**src/hw/rv32_isa_pkg.sv**
```systemverilog
package rv32_isa_pkg;

    // major opcodes, instr[6:0]
    localparam logic [6:0] opcode_lui    = 7'b0110111;
    localparam logic [6:0] opcode_auipc  = 7'b0010111;
    localparam logic [6:0] opcode_jal    = 7'b1101111;
    localparam logic [6:0] opcode_jalr   = 7'b1100111;
    localparam logic [6:0] opcode_branch = 7'b1100011;
    localparam logic [6:0] opcode_load   = 7'b0000011;
    localparam logic [6:0] opcode_store  = 7'b0100011;
    localparam logic [6:0] opcode_op_imm = 7'b0010011;
    localparam logic [6:0] opcode_op     = 7'b0110011;

    localparam logic [2:0] funct3_jalr = 3'b000;

    // branch conditions
    localparam logic [2:0] funct3_beq  = 3'b000;
    localparam logic [2:0] funct3_bne  = 3'b001;
    localparam logic [2:0] funct3_blt  = 3'b100;
    localparam logic [2:0] funct3_bge  = 3'b101;
    localparam logic [2:0] funct3_bltu = 3'b110;
    localparam logic [2:0] funct3_bgeu = 3'b111;

    // load and store widths
    localparam logic [2:0] funct3_lb  = 3'b000;
    localparam logic [2:0] funct3_lh  = 3'b001;
    localparam logic [2:0] funct3_lw  = 3'b010;
    localparam logic [2:0] funct3_lbu = 3'b100;
    localparam logic [2:0] funct3_lhu = 3'b101;
    localparam logic [2:0] funct3_sb  = 3'b000;
    localparam logic [2:0] funct3_sh  = 3'b001;
    localparam logic [2:0] funct3_sw  = 3'b010;

    // ALU functions, shared by OP and OP-IMM
    localparam logic [2:0] funct3_add_sub = 3'b000;
    localparam logic [2:0] funct3_sll     = 3'b001;
    localparam logic [2:0] funct3_slt     = 3'b010;
    localparam logic [2:0] funct3_sltu    = 3'b011;
    localparam logic [2:0] funct3_xor     = 3'b100;
    localparam logic [2:0] funct3_srl_sra = 3'b101;
    localparam logic [2:0] funct3_or      = 3'b110;
    localparam logic [2:0] funct3_and     = 3'b111;

    localparam logic [6:0] funct7_zero = 7'b0000000;
    localparam logic [6:0] funct7_alt  = 7'b0100000; // selects SUB and SRA

endpackage

```
**src/hw/rv32_ctrl_pkg.sv**
```systemverilog
package rv32_ctrl_pkg;

    typedef logic [4:0] reg_addr_t;

    typedef enum logic [3:0] {
        alu_add,
        alu_sub,
        alu_sll,
        alu_slt,
        alu_sltu,
        alu_xor,
        alu_srl,
        alu_sra,
        alu_or,
        alu_and,
        alu_pass_b // operand b unchanged, used by LUI
    } alu_op_e;

    typedef enum logic {
        src_a_rs1,
        src_a_pc
    } src_a_e;

    typedef enum logic {
        src_b_rs2,
        src_b_imm
    } src_b_e;

    // what the execute stage retires and whether rd gets written
    typedef enum logic [2:0] {
        kind_alu,
        kind_link,
        kind_mem_addr,
        kind_branch
    } kind_e;

endpackage

```
**src/hw/rv32_decode.sv**
```systemverilog
module rv32_decode #(
    parameter int reg_count = 32
) (
    input  logic                      clk,
    input  logic                      reset_i,
    input  logic                      instr_valid_i,
    input  logic [31:0]               instr_i,
    input  logic [31:0]               pc_i,
    input  logic [31:0]               rs1_value_i,
    input  logic [31:0]               rs2_value_i,
    output rv32_ctrl_pkg::reg_addr_t  rs1_addr_o,
    output rv32_ctrl_pkg::reg_addr_t  rs2_addr_o,
    output logic                      illegal_o,
    output logic                      dec_valid_o,
    output logic [31:0]               dec_pc_o,
    output rv32_ctrl_pkg::reg_addr_t  dec_rs1_addr_o,
    output logic [31:0]               dec_rs1_value_o,
    output rv32_ctrl_pkg::reg_addr_t  dec_rs2_addr_o,
    output logic [31:0]               dec_rs2_value_o,
    output logic [31:0]               dec_imm_o,
    output rv32_ctrl_pkg::reg_addr_t  dec_rd_o,
    output logic [2:0]                dec_funct3_o,
    output rv32_ctrl_pkg::alu_op_e    dec_alu_op_o,
    output rv32_ctrl_pkg::src_a_e     dec_src_a_o,
    output rv32_ctrl_pkg::src_b_e     dec_src_b_o,
    output rv32_ctrl_pkg::kind_e      dec_kind_o
);
    import rv32_isa_pkg::*;
    import rv32_ctrl_pkg::*;

    logic [6:0]  opcode;
    logic [2:0]  funct3;
    logic [6:0]  funct7;
    reg_addr_t   rs1;
    reg_addr_t   rs2;
    reg_addr_t   rd;
    logic [31:0] imm_i;
    logic [31:0] imm_s;
    logic [31:0] imm_b;
    logic [31:0] imm_u;
    logic [31:0] imm_j;
    logic [31:0] shamt;

    logic        match;
    logic        uses_rs1;
    logic        uses_rs2;
    logic        uses_rd;
    logic        bad_reg;
    logic        legal;
    logic [31:0] imm;
    alu_op_e     alu_op;
    src_a_e      src_a;
    src_b_e      src_b;
    kind_e       kind;

    assign opcode = instr_i[6:0];
    assign funct3 = instr_i[14:12];
    assign funct7 = instr_i[31:25];
    assign rs1    = instr_i[19:15];
    assign rs2    = instr_i[24:20];
    assign rd     = instr_i[11:7];

    assign imm_i = {{21{instr_i[31]}}, instr_i[30:20]};
    assign imm_s = {{21{instr_i[31]}}, instr_i[30:25], instr_i[11:7]};
    assign imm_b = {{20{instr_i[31]}}, instr_i[7], instr_i[30:25], instr_i[11:8], 1'b0};
    assign imm_u = {instr_i[31:12], 12'b0};
    assign imm_j = {{12{instr_i[31]}}, instr_i[19:12], instr_i[20], instr_i[30:21], 1'b0};
    assign shamt = {27'b0, instr_i[24:20]};

    // the register file is read straight from the instruction bits
    assign rs1_addr_o = rs1;
    assign rs2_addr_o = rs2;

    function automatic alu_op_e alu_op_for(input logic [2:0] f3, input logic alt);
        alu_op_e op;
        case (f3)
            funct3_add_sub: op = alt ? alu_sub : alu_add;
            funct3_sll:     op = alu_sll;
            funct3_slt:     op = alu_slt;
            funct3_sltu:    op = alu_sltu;
            funct3_xor:     op = alu_xor;
            funct3_srl_sra: op = alt ? alu_sra : alu_srl;
            funct3_or:      op = alu_or;
            funct3_and:     op = alu_and;
        endcase
        return op;
    endfunction

    always_comb begin
        match    = 1'b0;
        uses_rs1 = 1'b1;
        uses_rs2 = 1'b0;
        uses_rd  = 1'b1;
        imm      = imm_i;
        alu_op   = alu_add;
        src_a    = src_a_rs1;
        src_b    = src_b_imm;
        kind     = kind_alu;
        case (opcode)
            opcode_lui: begin
                match    = 1'b1;
                uses_rs1 = 1'b0;
                imm      = imm_u;
                alu_op   = alu_pass_b;
            end
            opcode_auipc: begin
                match    = 1'b1;
                uses_rs1 = 1'b0;
                imm      = imm_u;
                src_a    = src_a_pc;
            end
            opcode_jal: begin
                match    = 1'b1;
                uses_rs1 = 1'b0;
                imm      = imm_j;
                kind     = kind_link;
            end
            opcode_jalr: begin
                match = funct3 == funct3_jalr;
                kind  = kind_link;
            end
            opcode_branch: begin
                match    = funct3 inside {funct3_beq, funct3_bne, funct3_blt, funct3_bge,
                                          funct3_bltu, funct3_bgeu};
                uses_rs2 = 1'b1;
                uses_rd  = 1'b0;
                imm      = imm_b;
                kind     = kind_branch;
            end
            opcode_load: begin
                match = funct3 inside {funct3_lb, funct3_lh, funct3_lw, funct3_lbu, funct3_lhu};
                kind  = kind_mem_addr; // no data memory, only the address retires
            end
            opcode_store: begin
                match    = funct3 inside {funct3_sb, funct3_sh, funct3_sw};
                uses_rs2 = 1'b1;
                uses_rd  = 1'b0;
                imm      = imm_s;
                kind     = kind_mem_addr;
            end
            opcode_op_imm: begin
                // instr[30] is an immediate bit except on the right shifts
                alu_op = alu_op_for(funct3, funct3 == funct3_srl_sra && funct7 == funct7_alt);
                if (funct3 == funct3_sll) begin
                    match = funct7 == funct7_zero;
                    imm   = shamt;
                end else if (funct3 == funct3_srl_sra) begin
                    match = funct7 == funct7_zero || funct7 == funct7_alt;
                    imm   = shamt;
                end else begin
                    match = 1'b1;
                end
            end
            opcode_op: begin
                match    = funct7 == funct7_zero ||
                           (funct7 == funct7_alt &&
                            (funct3 == funct3_add_sub || funct3 == funct3_srl_sra));
                uses_rs2 = 1'b1;
                src_b    = src_b_rs2;
                alu_op   = alu_op_for(funct3, funct7 == funct7_alt);
            end
            default: match = 1'b0;
        endcase
    end

    // only the fields an encoding really uses count against a reduced register file
    assign bad_reg = (uses_rs1 && rs1 >= reg_count) ||
                     (uses_rs2 && rs2 >= reg_count) ||
                     (uses_rd && rd >= reg_count);
    assign legal   = match && !bad_reg;

    always_ff @(posedge clk) begin
        if (reset_i) begin
            dec_valid_o <= 1'b0;
            illegal_o   <= 1'b0;
        end else begin
            dec_valid_o <= instr_valid_i && legal;
            illegal_o   <= instr_valid_i && !legal;
        end
    end

    always_ff @(posedge clk) begin
        if (instr_valid_i) begin
            dec_pc_o        <= pc_i;
            dec_rs1_addr_o  <= rs1;
            dec_rs1_value_o <= rs1_value_i;
            dec_rs2_addr_o  <= rs2;
            dec_rs2_value_o <= rs2_value_i;
            dec_imm_o       <= imm;
            dec_rd_o        <= rd;
            dec_funct3_o    <= funct3;
            dec_alu_op_o    <= alu_op;
            dec_src_a_o     <= src_a;
            dec_src_b_o     <= src_b;
            dec_kind_o      <= kind;
        end
    end

    a_valid_or_illegal: assert property (
        @(posedge clk) disable iff (reset_i) !(dec_valid_o && illegal_o)
    );

endmodule

```
**src/hw/rv32_regs.sv**
```systemverilog
module rv32_regs #(
    parameter int reg_count = 32
) (
    input  logic                     clk,
    input  logic                     reset_i,
    input  rv32_ctrl_pkg::reg_addr_t rs1_addr_i,
    input  rv32_ctrl_pkg::reg_addr_t rs2_addr_i,
    input  logic                     wb_en_i,
    input  rv32_ctrl_pkg::reg_addr_t wb_addr_i,
    input  logic [31:0]              wb_value_i,
    output logic [31:0]              rs1_value_o,
    output logic [31:0]              rs2_value_o
);
    logic [31:0] regs [1:reg_count-1]; // x0 has no storage

    always_ff @(posedge clk) begin
        if (reset_i) begin
            for (int i = 1; i < reg_count; i++) begin
                regs[i] <= '0;
            end
        end else if (wb_en_i && wb_addr_i != '0 && wb_addr_i < reg_count) begin
            regs[wb_addr_i] <= wb_value_i;
        end
    end

    // x0 and indices past the file read as zero
    assign rs1_value_o = (rs1_addr_i == '0 || rs1_addr_i >= reg_count) ? '0 : regs[rs1_addr_i];
    assign rs2_value_o = (rs2_addr_i == '0 || rs2_addr_i >= reg_count) ? '0 : regs[rs2_addr_i];

    a_wb_in_range: assert property (
        @(posedge clk) disable iff (reset_i) wb_en_i |-> wb_addr_i < reg_count
    );

endmodule

```
**src/hw/rv32_execute.sv**
```systemverilog
module rv32_execute (
    input  logic                     clk,
    input  logic                     reset_i,
    input  logic                     dec_valid_i,
    input  logic [31:0]              dec_pc_i,
    input  rv32_ctrl_pkg::reg_addr_t dec_rs1_addr_i,
    input  logic [31:0]              dec_rs1_value_i,
    input  rv32_ctrl_pkg::reg_addr_t dec_rs2_addr_i,
    input  logic [31:0]              dec_rs2_value_i,
    input  logic [31:0]              dec_imm_i,
    input  rv32_ctrl_pkg::reg_addr_t dec_rd_i,
    input  logic [2:0]               dec_funct3_i,
    input  rv32_ctrl_pkg::alu_op_e   dec_alu_op_i,
    input  rv32_ctrl_pkg::src_a_e    dec_src_a_i,
    input  rv32_ctrl_pkg::src_b_e    dec_src_b_i,
    input  rv32_ctrl_pkg::kind_e     dec_kind_i,
    output logic                     wb_en_o,
    output rv32_ctrl_pkg::reg_addr_t wb_addr_o,
    output logic [31:0]              wb_value_o,
    output logic                     retire_valid_o,
    output logic [31:0]              retire_pc_o,
    output rv32_ctrl_pkg::reg_addr_t retire_rd_o,
    output logic                     retire_we_o,
    output logic [31:0]              retire_value_o,
    output logic                     branch_taken_o
);
    import rv32_isa_pkg::*;
    import rv32_ctrl_pkg::*;

    logic [31:0] rs1_value;
    logic [31:0] rs2_value;
    logic [31:0] op_a;
    logic [31:0] op_b;
    logic [31:0] alu_result;
    logic [31:0] link_value;
    logic [31:0] retire_value;
    logic        taken;
    logic        write_rd;

    // the previous instruction writes the register file at the edge this one was read,
    // so its value is taken from the retire register instead
    assign rs1_value = (retire_we_o && retire_rd_o == dec_rs1_addr_i) ? retire_value_o
                                                                       : dec_rs1_value_i;
    assign rs2_value = (retire_we_o && retire_rd_o == dec_rs2_addr_i) ? retire_value_o
                                                                       : dec_rs2_value_i;

    assign op_a = (dec_src_a_i == src_a_pc) ? dec_pc_i : rs1_value;
    assign op_b = (dec_src_b_i == src_b_imm) ? dec_imm_i : rs2_value;

    always_comb begin
        case (dec_alu_op_i)
            alu_add:  alu_result = op_a + op_b;
            alu_sub:  alu_result = op_a - op_b;
            alu_sll:  alu_result = op_a << op_b[4:0];
            alu_slt:  alu_result = {31'b0, $signed(op_a) < $signed(op_b)};
            alu_sltu: alu_result = {31'b0, op_a < op_b};
            alu_xor:  alu_result = op_a ^ op_b;
            alu_srl:  alu_result = op_a >> op_b[4:0];
            alu_sra:  alu_result = $unsigned($signed(op_a) >>> op_b[4:0]);
            alu_or:   alu_result = op_a | op_b;
            alu_and:  alu_result = op_a & op_b;
            default:  alu_result = op_b;
        endcase
    end

    always_comb begin
        case (dec_funct3_i)
            funct3_beq:  taken = rs1_value == rs2_value;
            funct3_bne:  taken = rs1_value != rs2_value;
            funct3_blt:  taken = $signed(rs1_value) < $signed(rs2_value);
            funct3_bge:  taken = $signed(rs1_value) >= $signed(rs2_value);
            funct3_bltu: taken = rs1_value < rs2_value;
            funct3_bgeu: taken = rs1_value >= rs2_value;
            default:     taken = 1'b0;
        endcase
    end

    assign link_value = dec_pc_i + 32'd4;

    always_comb begin
        case (dec_kind_i)
            kind_link:     retire_value = link_value;
            kind_mem_addr: retire_value = rs1_value + dec_imm_i;
            kind_branch:   retire_value = dec_pc_i + dec_imm_i; // branch target
            default:       retire_value = alu_result;
        endcase
    end

    assign write_rd = (dec_kind_i == kind_alu || dec_kind_i == kind_link) && dec_rd_i != '0;

    // writeback lands at the same edge that loads the retire register
    assign wb_en_o    = dec_valid_i && write_rd;
    assign wb_addr_o  = dec_rd_i;
    assign wb_value_o = retire_value;

    always_ff @(posedge clk) begin
        if (reset_i) begin
            retire_valid_o <= 1'b0;
            retire_we_o    <= 1'b0;
        end else begin
            retire_valid_o <= dec_valid_i;
            retire_we_o    <= dec_valid_i && write_rd;
        end
    end

    always_ff @(posedge clk) begin
        if (dec_valid_i) begin
            retire_pc_o    <= dec_pc_i;
            retire_rd_o    <= dec_rd_i;
            retire_value_o <= retire_value;
            branch_taken_o <= dec_kind_i == kind_branch && taken;
        end
    end

    a_we_needs_valid: assert property (
        @(posedge clk) disable iff (reset_i) retire_we_o |-> retire_valid_o
    );

endmodule

```
**src/hw/rv32_core_top.sv**
```systemverilog
module rv32_core_top #(
    parameter int reg_count = 32
) (
    input  logic                     clk,
    input  logic                     reset_i,
    input  logic                     instr_valid_i,
    input  logic [31:0]              instr_i,
    input  logic [31:0]              pc_i,
    output logic                     illegal_o,
    output logic                     retire_valid_o,
    output logic [31:0]              retire_pc_o,
    output rv32_ctrl_pkg::reg_addr_t retire_rd_o,
    output logic                     retire_we_o,
    output logic [31:0]              retire_value_o,
    output logic                     branch_taken_o
);
    import rv32_ctrl_pkg::*;

    reg_addr_t   rs1_addr;
    reg_addr_t   rs2_addr;
    logic [31:0] rs1_value;
    logic [31:0] rs2_value;

    logic        dec_valid;
    logic [31:0] dec_pc;
    reg_addr_t   dec_rs1_addr;
    logic [31:0] dec_rs1_value;
    reg_addr_t   dec_rs2_addr;
    logic [31:0] dec_rs2_value;
    logic [31:0] dec_imm;
    reg_addr_t   dec_rd;
    logic [2:0]  dec_funct3;
    alu_op_e     dec_alu_op;
    src_a_e      dec_src_a;
    src_b_e      dec_src_b;
    kind_e       dec_kind;

    logic        wb_en;
    reg_addr_t   wb_addr;
    logic [31:0] wb_value;

    rv32_decode #(
        .reg_count(reg_count)
    ) i_decode (
        .clk             (clk),
        .reset_i         (reset_i),
        .instr_valid_i   (instr_valid_i),
        .instr_i         (instr_i),
        .pc_i            (pc_i),
        .rs1_value_i     (rs1_value),
        .rs2_value_i     (rs2_value),
        .rs1_addr_o      (rs1_addr),
        .rs2_addr_o      (rs2_addr),
        .illegal_o       (illegal_o),
        .dec_valid_o     (dec_valid),
        .dec_pc_o        (dec_pc),
        .dec_rs1_addr_o  (dec_rs1_addr),
        .dec_rs1_value_o (dec_rs1_value),
        .dec_rs2_addr_o  (dec_rs2_addr),
        .dec_rs2_value_o (dec_rs2_value),
        .dec_imm_o       (dec_imm),
        .dec_rd_o        (dec_rd),
        .dec_funct3_o    (dec_funct3),
        .dec_alu_op_o    (dec_alu_op),
        .dec_src_a_o     (dec_src_a),
        .dec_src_b_o     (dec_src_b),
        .dec_kind_o      (dec_kind)
    );

    rv32_regs #(
        .reg_count(reg_count)
    ) i_regs (
        .clk         (clk),
        .reset_i     (reset_i),
        .rs1_addr_i  (rs1_addr),
        .rs2_addr_i  (rs2_addr),
        .wb_en_i     (wb_en),
        .wb_addr_i   (wb_addr),
        .wb_value_i  (wb_value),
        .rs1_value_o (rs1_value),
        .rs2_value_o (rs2_value)
    );

    rv32_execute i_execute (
        .clk             (clk),
        .reset_i         (reset_i),
        .dec_valid_i     (dec_valid),
        .dec_pc_i        (dec_pc),
        .dec_rs1_addr_i  (dec_rs1_addr),
        .dec_rs1_value_i (dec_rs1_value),
        .dec_rs2_addr_i  (dec_rs2_addr),
        .dec_rs2_value_i (dec_rs2_value),
        .dec_imm_i       (dec_imm),
        .dec_rd_i        (dec_rd),
        .dec_funct3_i    (dec_funct3),
        .dec_alu_op_i    (dec_alu_op),
        .dec_src_a_i     (dec_src_a),
        .dec_src_b_i     (dec_src_b),
        .dec_kind_i      (dec_kind),
        .wb_en_o         (wb_en),
        .wb_addr_o       (wb_addr),
        .wb_value_o      (wb_value),
        .retire_valid_o  (retire_valid_o),
        .retire_pc_o     (retire_pc_o),
        .retire_rd_o     (retire_rd_o),
        .retire_we_o     (retire_we_o),
        .retire_value_o  (retire_value_o),
        .branch_taken_o  (branch_taken_o)
    );

endmodule

```
**config.mk**
```make
export PLATFORM = sky130hd
export DESIGN_NAME = rv32_core_top
export DESIGN_NICKNAME = d
export VERILOG_FILES = /design/src/hw/rv32_isa_pkg.sv /design/src/hw/rv32_ctrl_pkg.sv /design/src/hw/rv32_decode.sv /design/src/hw/rv32_regs.sv /design/src/hw/rv32_execute.sv /design/src/hw/rv32_core_top.sv
export SDC_FILE = /design/constraint.sdc
export NUM_CORES = 2
export LEC_CHECK = 0
export BUFFER_PORTS_ARGS = -buffer_cell sky130_fd_sc_hd__buf_2
export CAP_MARGIN = 20
export CORE_ASPECT_RATIO = 1.2
export CORE_UTILIZATION = 45
export CTS_CLUSTER_DIAMETER = 60
export CTS_CLUSTER_SIZE = 12
export DETAILED_ROUTE_END_ITERATION = 10
export GPL_TIMING_DRIVEN = 0
export MAX_ROUTING_LAYER = met4
export PLACE_DENSITY = 0.63
export SYNTH_ARGS = -nofsm -noshare
export SYNTH_HDL_FRONTEND = slang
export SYNTH_SLANG_ARGS = --single-unit
export TNS_END_PERCENT = 1
```
**constraint.sdc**
```tcl
create_clock -name clk -period 11.2 [get_ports clk]
set_clock_uncertainty 0.2 [all_clocks]
set_input_delay 1.68 -clock clk [delete_from_list [all_inputs] [get_ports clk]]
set_output_delay 1.68 -clock clk [all_outputs]
set_load 0.01 [all_outputs]
```
## Yosys cells after proc, flatten, opt, wreduce, memory -nomap -nowiden

Memory sizes are Yosys's and may differ from the RTL's. A register that Yosys moved wholly into a read port is not among the register bits.
Index checks and enable logic that the tools add are counted.

- Add/subtract/negate cells: 5
- $lt $le $gt $ge: 6
- Equal/unequal tests: 38
- Shift operators: 3
- Multiplexer cells: 31
- Bitwise logic cells: 3
- Reductions and logical operators: 31

Operators by type and width:

| operator | count |
|---|---|
| 32-bit one-hot mux with 10 select lines | 1 |
| 32-bit two-way mux | 7 |
| 32-bit one-hot mux with 5 select lines | 1 |
| 32-bit less-than comparator | 4 |
| 32-bit adder | 3 |
| 32-bit one-hot mux with 3 select lines | 1 |
| 32-bit >= comparator | 2 |
| 4-bit one-hot mux with 8 select lines | 2 |
| 32-bit by 3-bit adder with 32-bit output, second input constant | 1 |
| 32-bit AND | 1 |
| 32-bit equality test | 1 |
| 32-bit != test | 1 |
| 32-bit OR | 1 |
| 32-bit OR reduction | 1 |
| 32-bit by 5-bit left shift with 32-bit output | 1 |
| 32-bit by 5-bit right shift with 32-bit output | 1 |
| 32-bit by 5-bit >>> shifter with 32-bit output | 1 |
| 32-bit subtractor | 1 |
| 32-bit bitwise XOR | 1 |
| 7-bit by 6-bit equality test with 1-bit output, second input constant | 4 |
| 3-bit equality test, second input constant | 8 |
| 7-bit equality test, second input constant | 3 |
| 4-bit by 3-bit equality test with 1-bit output, second input constant | 4 |
| 7-bit by 5-bit equality test with 1-bit output, second input constant | 2 |
| other kinds (25) | 64 |

- Register bits: 165
- RAM bits: 992
- Input bits: 67
- Output and inout bits: 73
- Logic and storage cells: 136
- Memories: 1

Memory list:

| memory | words | width | rd ports | clocked after memory_dff | wr ports | line | text |
|---|---|---|---|---|---|---|---|
| i_regs.regs | 31 | 32 | 2 | 2 | 31 | rv32_regs.sv:14 | `logic [31:0] regs [1:reg_count-1];` |

## Logic depth before layout (Yosys ltp)

- Word-level depth: 10
- Mapped depth: 26
- Mapped depth without buffers: 19

## Cells and area by module

Synthesis repeated with hierarchy kept, for this count alone.

- Cell total of the unflattened synthesis: 6,085
- Area, all modules: 77,070.2 µm²

By module, submodules not included:

| module | times used | cells each | area each (µm²) | seq. area each (µm²) |
|---|---|---|---|---|
| rv32_regs | 1 | 3,500 | 54,225.8 | 30,749.5 |
| rv32_execute | 1 | 2,314 | 17,382.9 | 2,142.1 |
| rv32_decode | 1 | 271 | 5,461.5 | 4,664.5 |

## Worst setup path after synthesis

OpenSTA, ideal clock, no wires.

- Path type: register to register
- Start point: register i_execute.retire_rd_o[4]
- End point: memory i_regs.regs[10][29] (data pin)
- Setup time: 265 ps
- Arrival: 5,588 ps
- Data required time: 10,735 ps
- Path slack: 5,147 ps
- Cell stages (with the launch flop): 23
- Path buffers: 7
- Clock period less this slack: 6,053 ps
- Path through: edfxtp_1 -> xnor2_1 -> and2_1 -> buf_4 -> a32o_1 -> or2_1 -> buf_2 -> buf_1 -> buf_2 -> buf_2 -> buf_1 -> ha_1 -> a21oi_1 -> nor2_1 -> a2111oi_0 -> a21oi_2 -> o211ai_1 -> a21oi_1 -> mux2i_1 -> or4_1 -> a222oi_1 -> buf_2 -> nor2_1

RTL lines:

| element | line | text |
|---|---|---|
| start: declaration | rv32_execute.sv:22 | `output rv32_ctrl_pkg::reg_addr_t retire_rd_o,` |
| start signal: assignment | rv32_execute.sv:109 | `retire_rd_o <= dec_rd_i;` |
| end: declaration | rv32_regs.sv:14 |  |

==> results.sh <==
export IMPL_io_buffers=138
export IMPL_syn_inst=6241
export IMPL_synth_main_ff_cell="edfxtp_1"
export IMPL_drv_slew=0
export IMPL_syn2layout_area_growth_pct=12.58
export IMPL_synth_async_reset_ratio_pct=0
export IMPL_yosys_area_top_type="edfxtp_1"
export IMPL_nFillCells=14610
export IMPL_crit_path_start_kind="flip-flop"
export IMPL_coreArea_mm2=0.1670
export IMPL_vias=62620
export IMPL_slowest_stage="a221oi_2"
export IMPL_max_freq_ghz=0.08903
export IMPL_ys_ff_latch=1252
export IMPL_regArea_mm2=0.03756
export IMPL_grt_max_degree=112
export IMPL_hold_path_class="flip-flop to flip-flop"
export IMPL_hold_violations=0
export IMPL_nNetsFinal=6919
export IMPL_via_per_inst=6.970
export IMPL_status="finished, violations left"
export IMPL_critical_path_top_delay_family="compound AO/OA/AOI/OAI gates"
export IMPL_power_density_mw_per_mm2=154.8
export IMPL_route_detailed_drc=0
export IMPL_ys_types=96
export IMPL_fp_row_count=164
export IMPL_avgSynthCellArea_um2=12.19
export IMPL_gp_congestion=1.145
export IMPL_yosys_warnings=0
export IMPL_synth_edf_count=1248
export IMPL_grt_pass1_vias=62100
export IMPL_wl_per_cell_um=43.98
export IMPL_path_cells="xnor2_1 -> and4_1 -> buf_4 -> nand2_1 -> clkbuf_1 -> buf_1 -> mux2i_1 -> a21oi_1 -> ha_1 -> clkbuf_1 -> nor2_1 -> o21ai_0 -> a211oi_1 -> o211ai_1 -> buf_4 -> a311oi_1 -> a31oi_1 -> nand3b_1 -> o2111ai_1 -> a221oi_2 -> buf_2 -> nor2_1"
export IMPL_worst_path_largest_cell_delay_ps=1020
export IMPL_ctsHoldBuffers=0
export IMPL_multi_input_area_mm2=0.03599
export IMPL_grt_usage_pct=47.69
export IMPL_htree_levels=3
export IMPL_drtPass1Iterations=7
export IMPL_clkLatencyLatePin_ps=850
export IMPL_synth_top_area_share_pct=49.28
export IMPL_grt_overflow_total=0
export IMPL_drv_cap=0
export IMPL_die_h_um=452.3
export IMPL_yosys_top_cells_area="edfxtp_1 (49%), mux4_2 (19%), nor2_1 (5.9%), ha_1 (2.7%), mux2i_1 (2.3%)"
export IMPL_p_leak_uw=0.03091
export IMPL_cts_buffers=120
export IMPL_rsz0062_at_grt="false"
export IMPL_boundaryPins=140
export IMPL_violations="setup timing"
export IMPL_slew_headroom_pct=4.003
export IMPL_clk_path_buf_depth=3
export IMPL_drt_total_wl_mm=395.1
export IMPL_worst_setup_path_end_kind="flip-flop"
export IMPL_drtIter0Drc=8200
export IMPL_synth_area_mm2=0.07605
export IMPL_cts_sinks=1252
export IMPL_cp_data_required_time_ps=11570
export IMPL_timing_final_ws_setup_ps=-31.62
export IMPL_synth_seq_area_share_pct=49.38
export IMPL_path_class="flip-flop to flip-flop"
export IMPL_path_max_fanout=10
export IMPL_finalCriticalPeriod_ps=11230
export IMPL_hold_worst_slack_ps=393.5
export IMPL_initial_core_util_pct=45.53
export IMPL_postRouteAntennaNets=0
export IMPL_cp_buffers_inverters=6
export IMPL_dpl_hpwl_mm=323.5
export IMPL_cts_tree="done"
export IMPL_grt_pass1_wl_mm=527.1
export IMPL_dieArea_mm2=0.1706
export IMPL_worstPathArrival_ps=11600
export IMPL_setup_viol=15
export IMPL_period_share_pct=100.3
export IMPL_die_w_um=377.3
export IMPL_antenna_found_initial=35
export IMPL_drive_gt1_share_pct=19.96
export IMPL_cts_clk_slew_worst_paths_ps=70
export IMPL_peakVddDrop_uv=152.6
export IMPL_setup_tns_ps=-211.6
export IMPL_clock_root_buffer="clkbuf_16"
export IMPL_worst_pin_slew_ps=1440
[placed cells by master, fill, tap and decap left out, types with 35 or more instances in the layout]
cell type / count
mux2i_1: 170
a21oi_1: 291
ha_1: 163
buf_4: 38
clkbuf_1: 372
buf_8: 53
nor3_1: 143
o211ai_1: 65
xnor2_1: 57
a211oi_1: 79
inv_1: 140
clkbuf_16: 121
buf_2: 258
a22oi_1: 36
o21ai_0: 207
nor2_1: 1202
o22ai_1: 35
nand2_1: 341
edfxtp_1: 1248
buf_1: 77
a21o_1: 70
mux4_2: 643
nand3_1: 85
[worst register-to-register path, stage by stage, from the launching register on]
cell and delay (ps):
edfxtp_1 620, xnor2_1 270, and4_1 370, buf_4 250, nand2_1 670, clkbuf_1 780, buf_1 670, mux2i_1 240
a21oi_1 730, ha_1 410, clkbuf_1 240, nor2_1 650, o21ai_0 470, a211oi_1 810, o211ai_1 400, buf_4 320
a311oi_1 310, a31oi_1 120, nand3b_1 420, o2111ai_1 570, a221oi_2 1020, buf_2 400, nor2_1 100
[final timing paths]
check / start / end / slack (ps) / cells after the start
worst max-delay path: i_execute.retire_rd_o[0] / i_regs.regs[9][21] / -30 / 22
worst min-delay path: i_decode.dec_rd_o[0] / i_execute.retire_rd_o[0] / 390 / 0
worst max register to register: i_execute.retire_rd_o[0] / i_regs.regs[9][21] / -30 / 22
worst min register to register: i_decode.dec_rd_o[0] / i_execute.retire_rd_o[0] / 390 / 0
[cell families after synthesis]
group,Yosys count,synth area share [%]
AOI/OAI and AO/OA,1126,9.862
xor gates and xnor gates,80,0.9394
adders and majority gates,166,2.761
buffers and inverters,724,3.787
DFF,1252,49.38
muxes,842,21.71
other,1,0.004931
and+or+nand+nor,2050,11.55
[metrics by stage]
stage	instances	area [µm²]	worst slack [ps]	util, %	total power, µW
after floorplan	6272	76160	5147	-	7570
after detailed placement	8782	81840	191.6	49.00	9327
after CTS	8931	85200	202.4	51.01	13010
after global placement	8651	79660	-1360	47.69	9187
after global routing	8982	85610	177.0	51.25	13450
final	8985	85620	-31.62	51.26	13250
[sequential cells by signal, summed over array words and instances, names as in the netlist, 2 cells and up]
name and count:
i_decode.dec_rs2_addr_o 5, i_decode.dec_rd_o 5, i_execute.retire_pc_o 32, i_decode.dec_rs1_addr_o 5, i_decode.dec_rs1_value_o 32, i_regs.regs 1024
i_decode.dec_pc_o 32, i_execute.retire_value_o 32, i_decode.dec_kind_o 2, i_execute.retire_rd_o 5, i_decode.dec_alu_op_o 4, i_decode.dec_rs2_value_o 32
i_decode.dec_funct3_o 3, i_decode.dec_imm_o 32
[cell usage after synthesis (28+ instances only)]
master       n
and3_1      31
nand2b_1    51
and2_1      34
nor2b_1     28
o22ai_1     35
nand4_1     34
edfxtp_1  1248
clkbuf_1   372
mux2_2      28
a21oi_1    291
nand2_1    341
a211oi_1    85
mux2i_1    171
o21ai_0    211
buf_1       84
nand3_1     85
ha_1       163
inv_1      140
nor2_1    1204
o211ai_1    65
xnor2_1     57
a22oi_1     36
mux4_2     643
buf_2      109
nor3_1     146
a21o_1      70
[routing by layer]
layer  part of all wire [%]  GRT usage (%)  wire length [µm]  vias to the layer above
li1                       -              -                 -                    24880
met1                     31          47.74            121400                    31400
met2                     48          76.23            189800                     4567
met3                    8.8          10.22             34790                     1778
met4                     12          47.14             49220                        0
met5                      0              -                 0                        -
[repair_timing]
item,in CTS,in global routing
buffers inserted,0,0
setup endpoints to repair,0,26
resized for setup,0,1
hold endpoints to repair,0,0
[layout make-up]
| cell class | instances | share of cell area (%) |
|---|---|---|
| Multi-Input combinational cell | 4296 | 42.04 |
| Antenna cell | 31 | 0.09061 |
| Clock buffer | 127 | 3.538 |
| Buffer | 572 | 2.718 |
| Inverter | 152 | 0.6664 |
| Tap cell | 2241 | 3.275 |
| Sequential cell | 1252 | 43.87 |
| Clock inverter | 22 | 0.3829 |
| Timing Repair Buffer | 292 | 3.423 |
[where the power goes]
group / internal (µW) / switching [µW]
logic: 1150 / 2770
clock network: 1940 / 1840
registers: 5380 / 165
total: 8480 / 4780
Power figures use the tool's default switching activity.
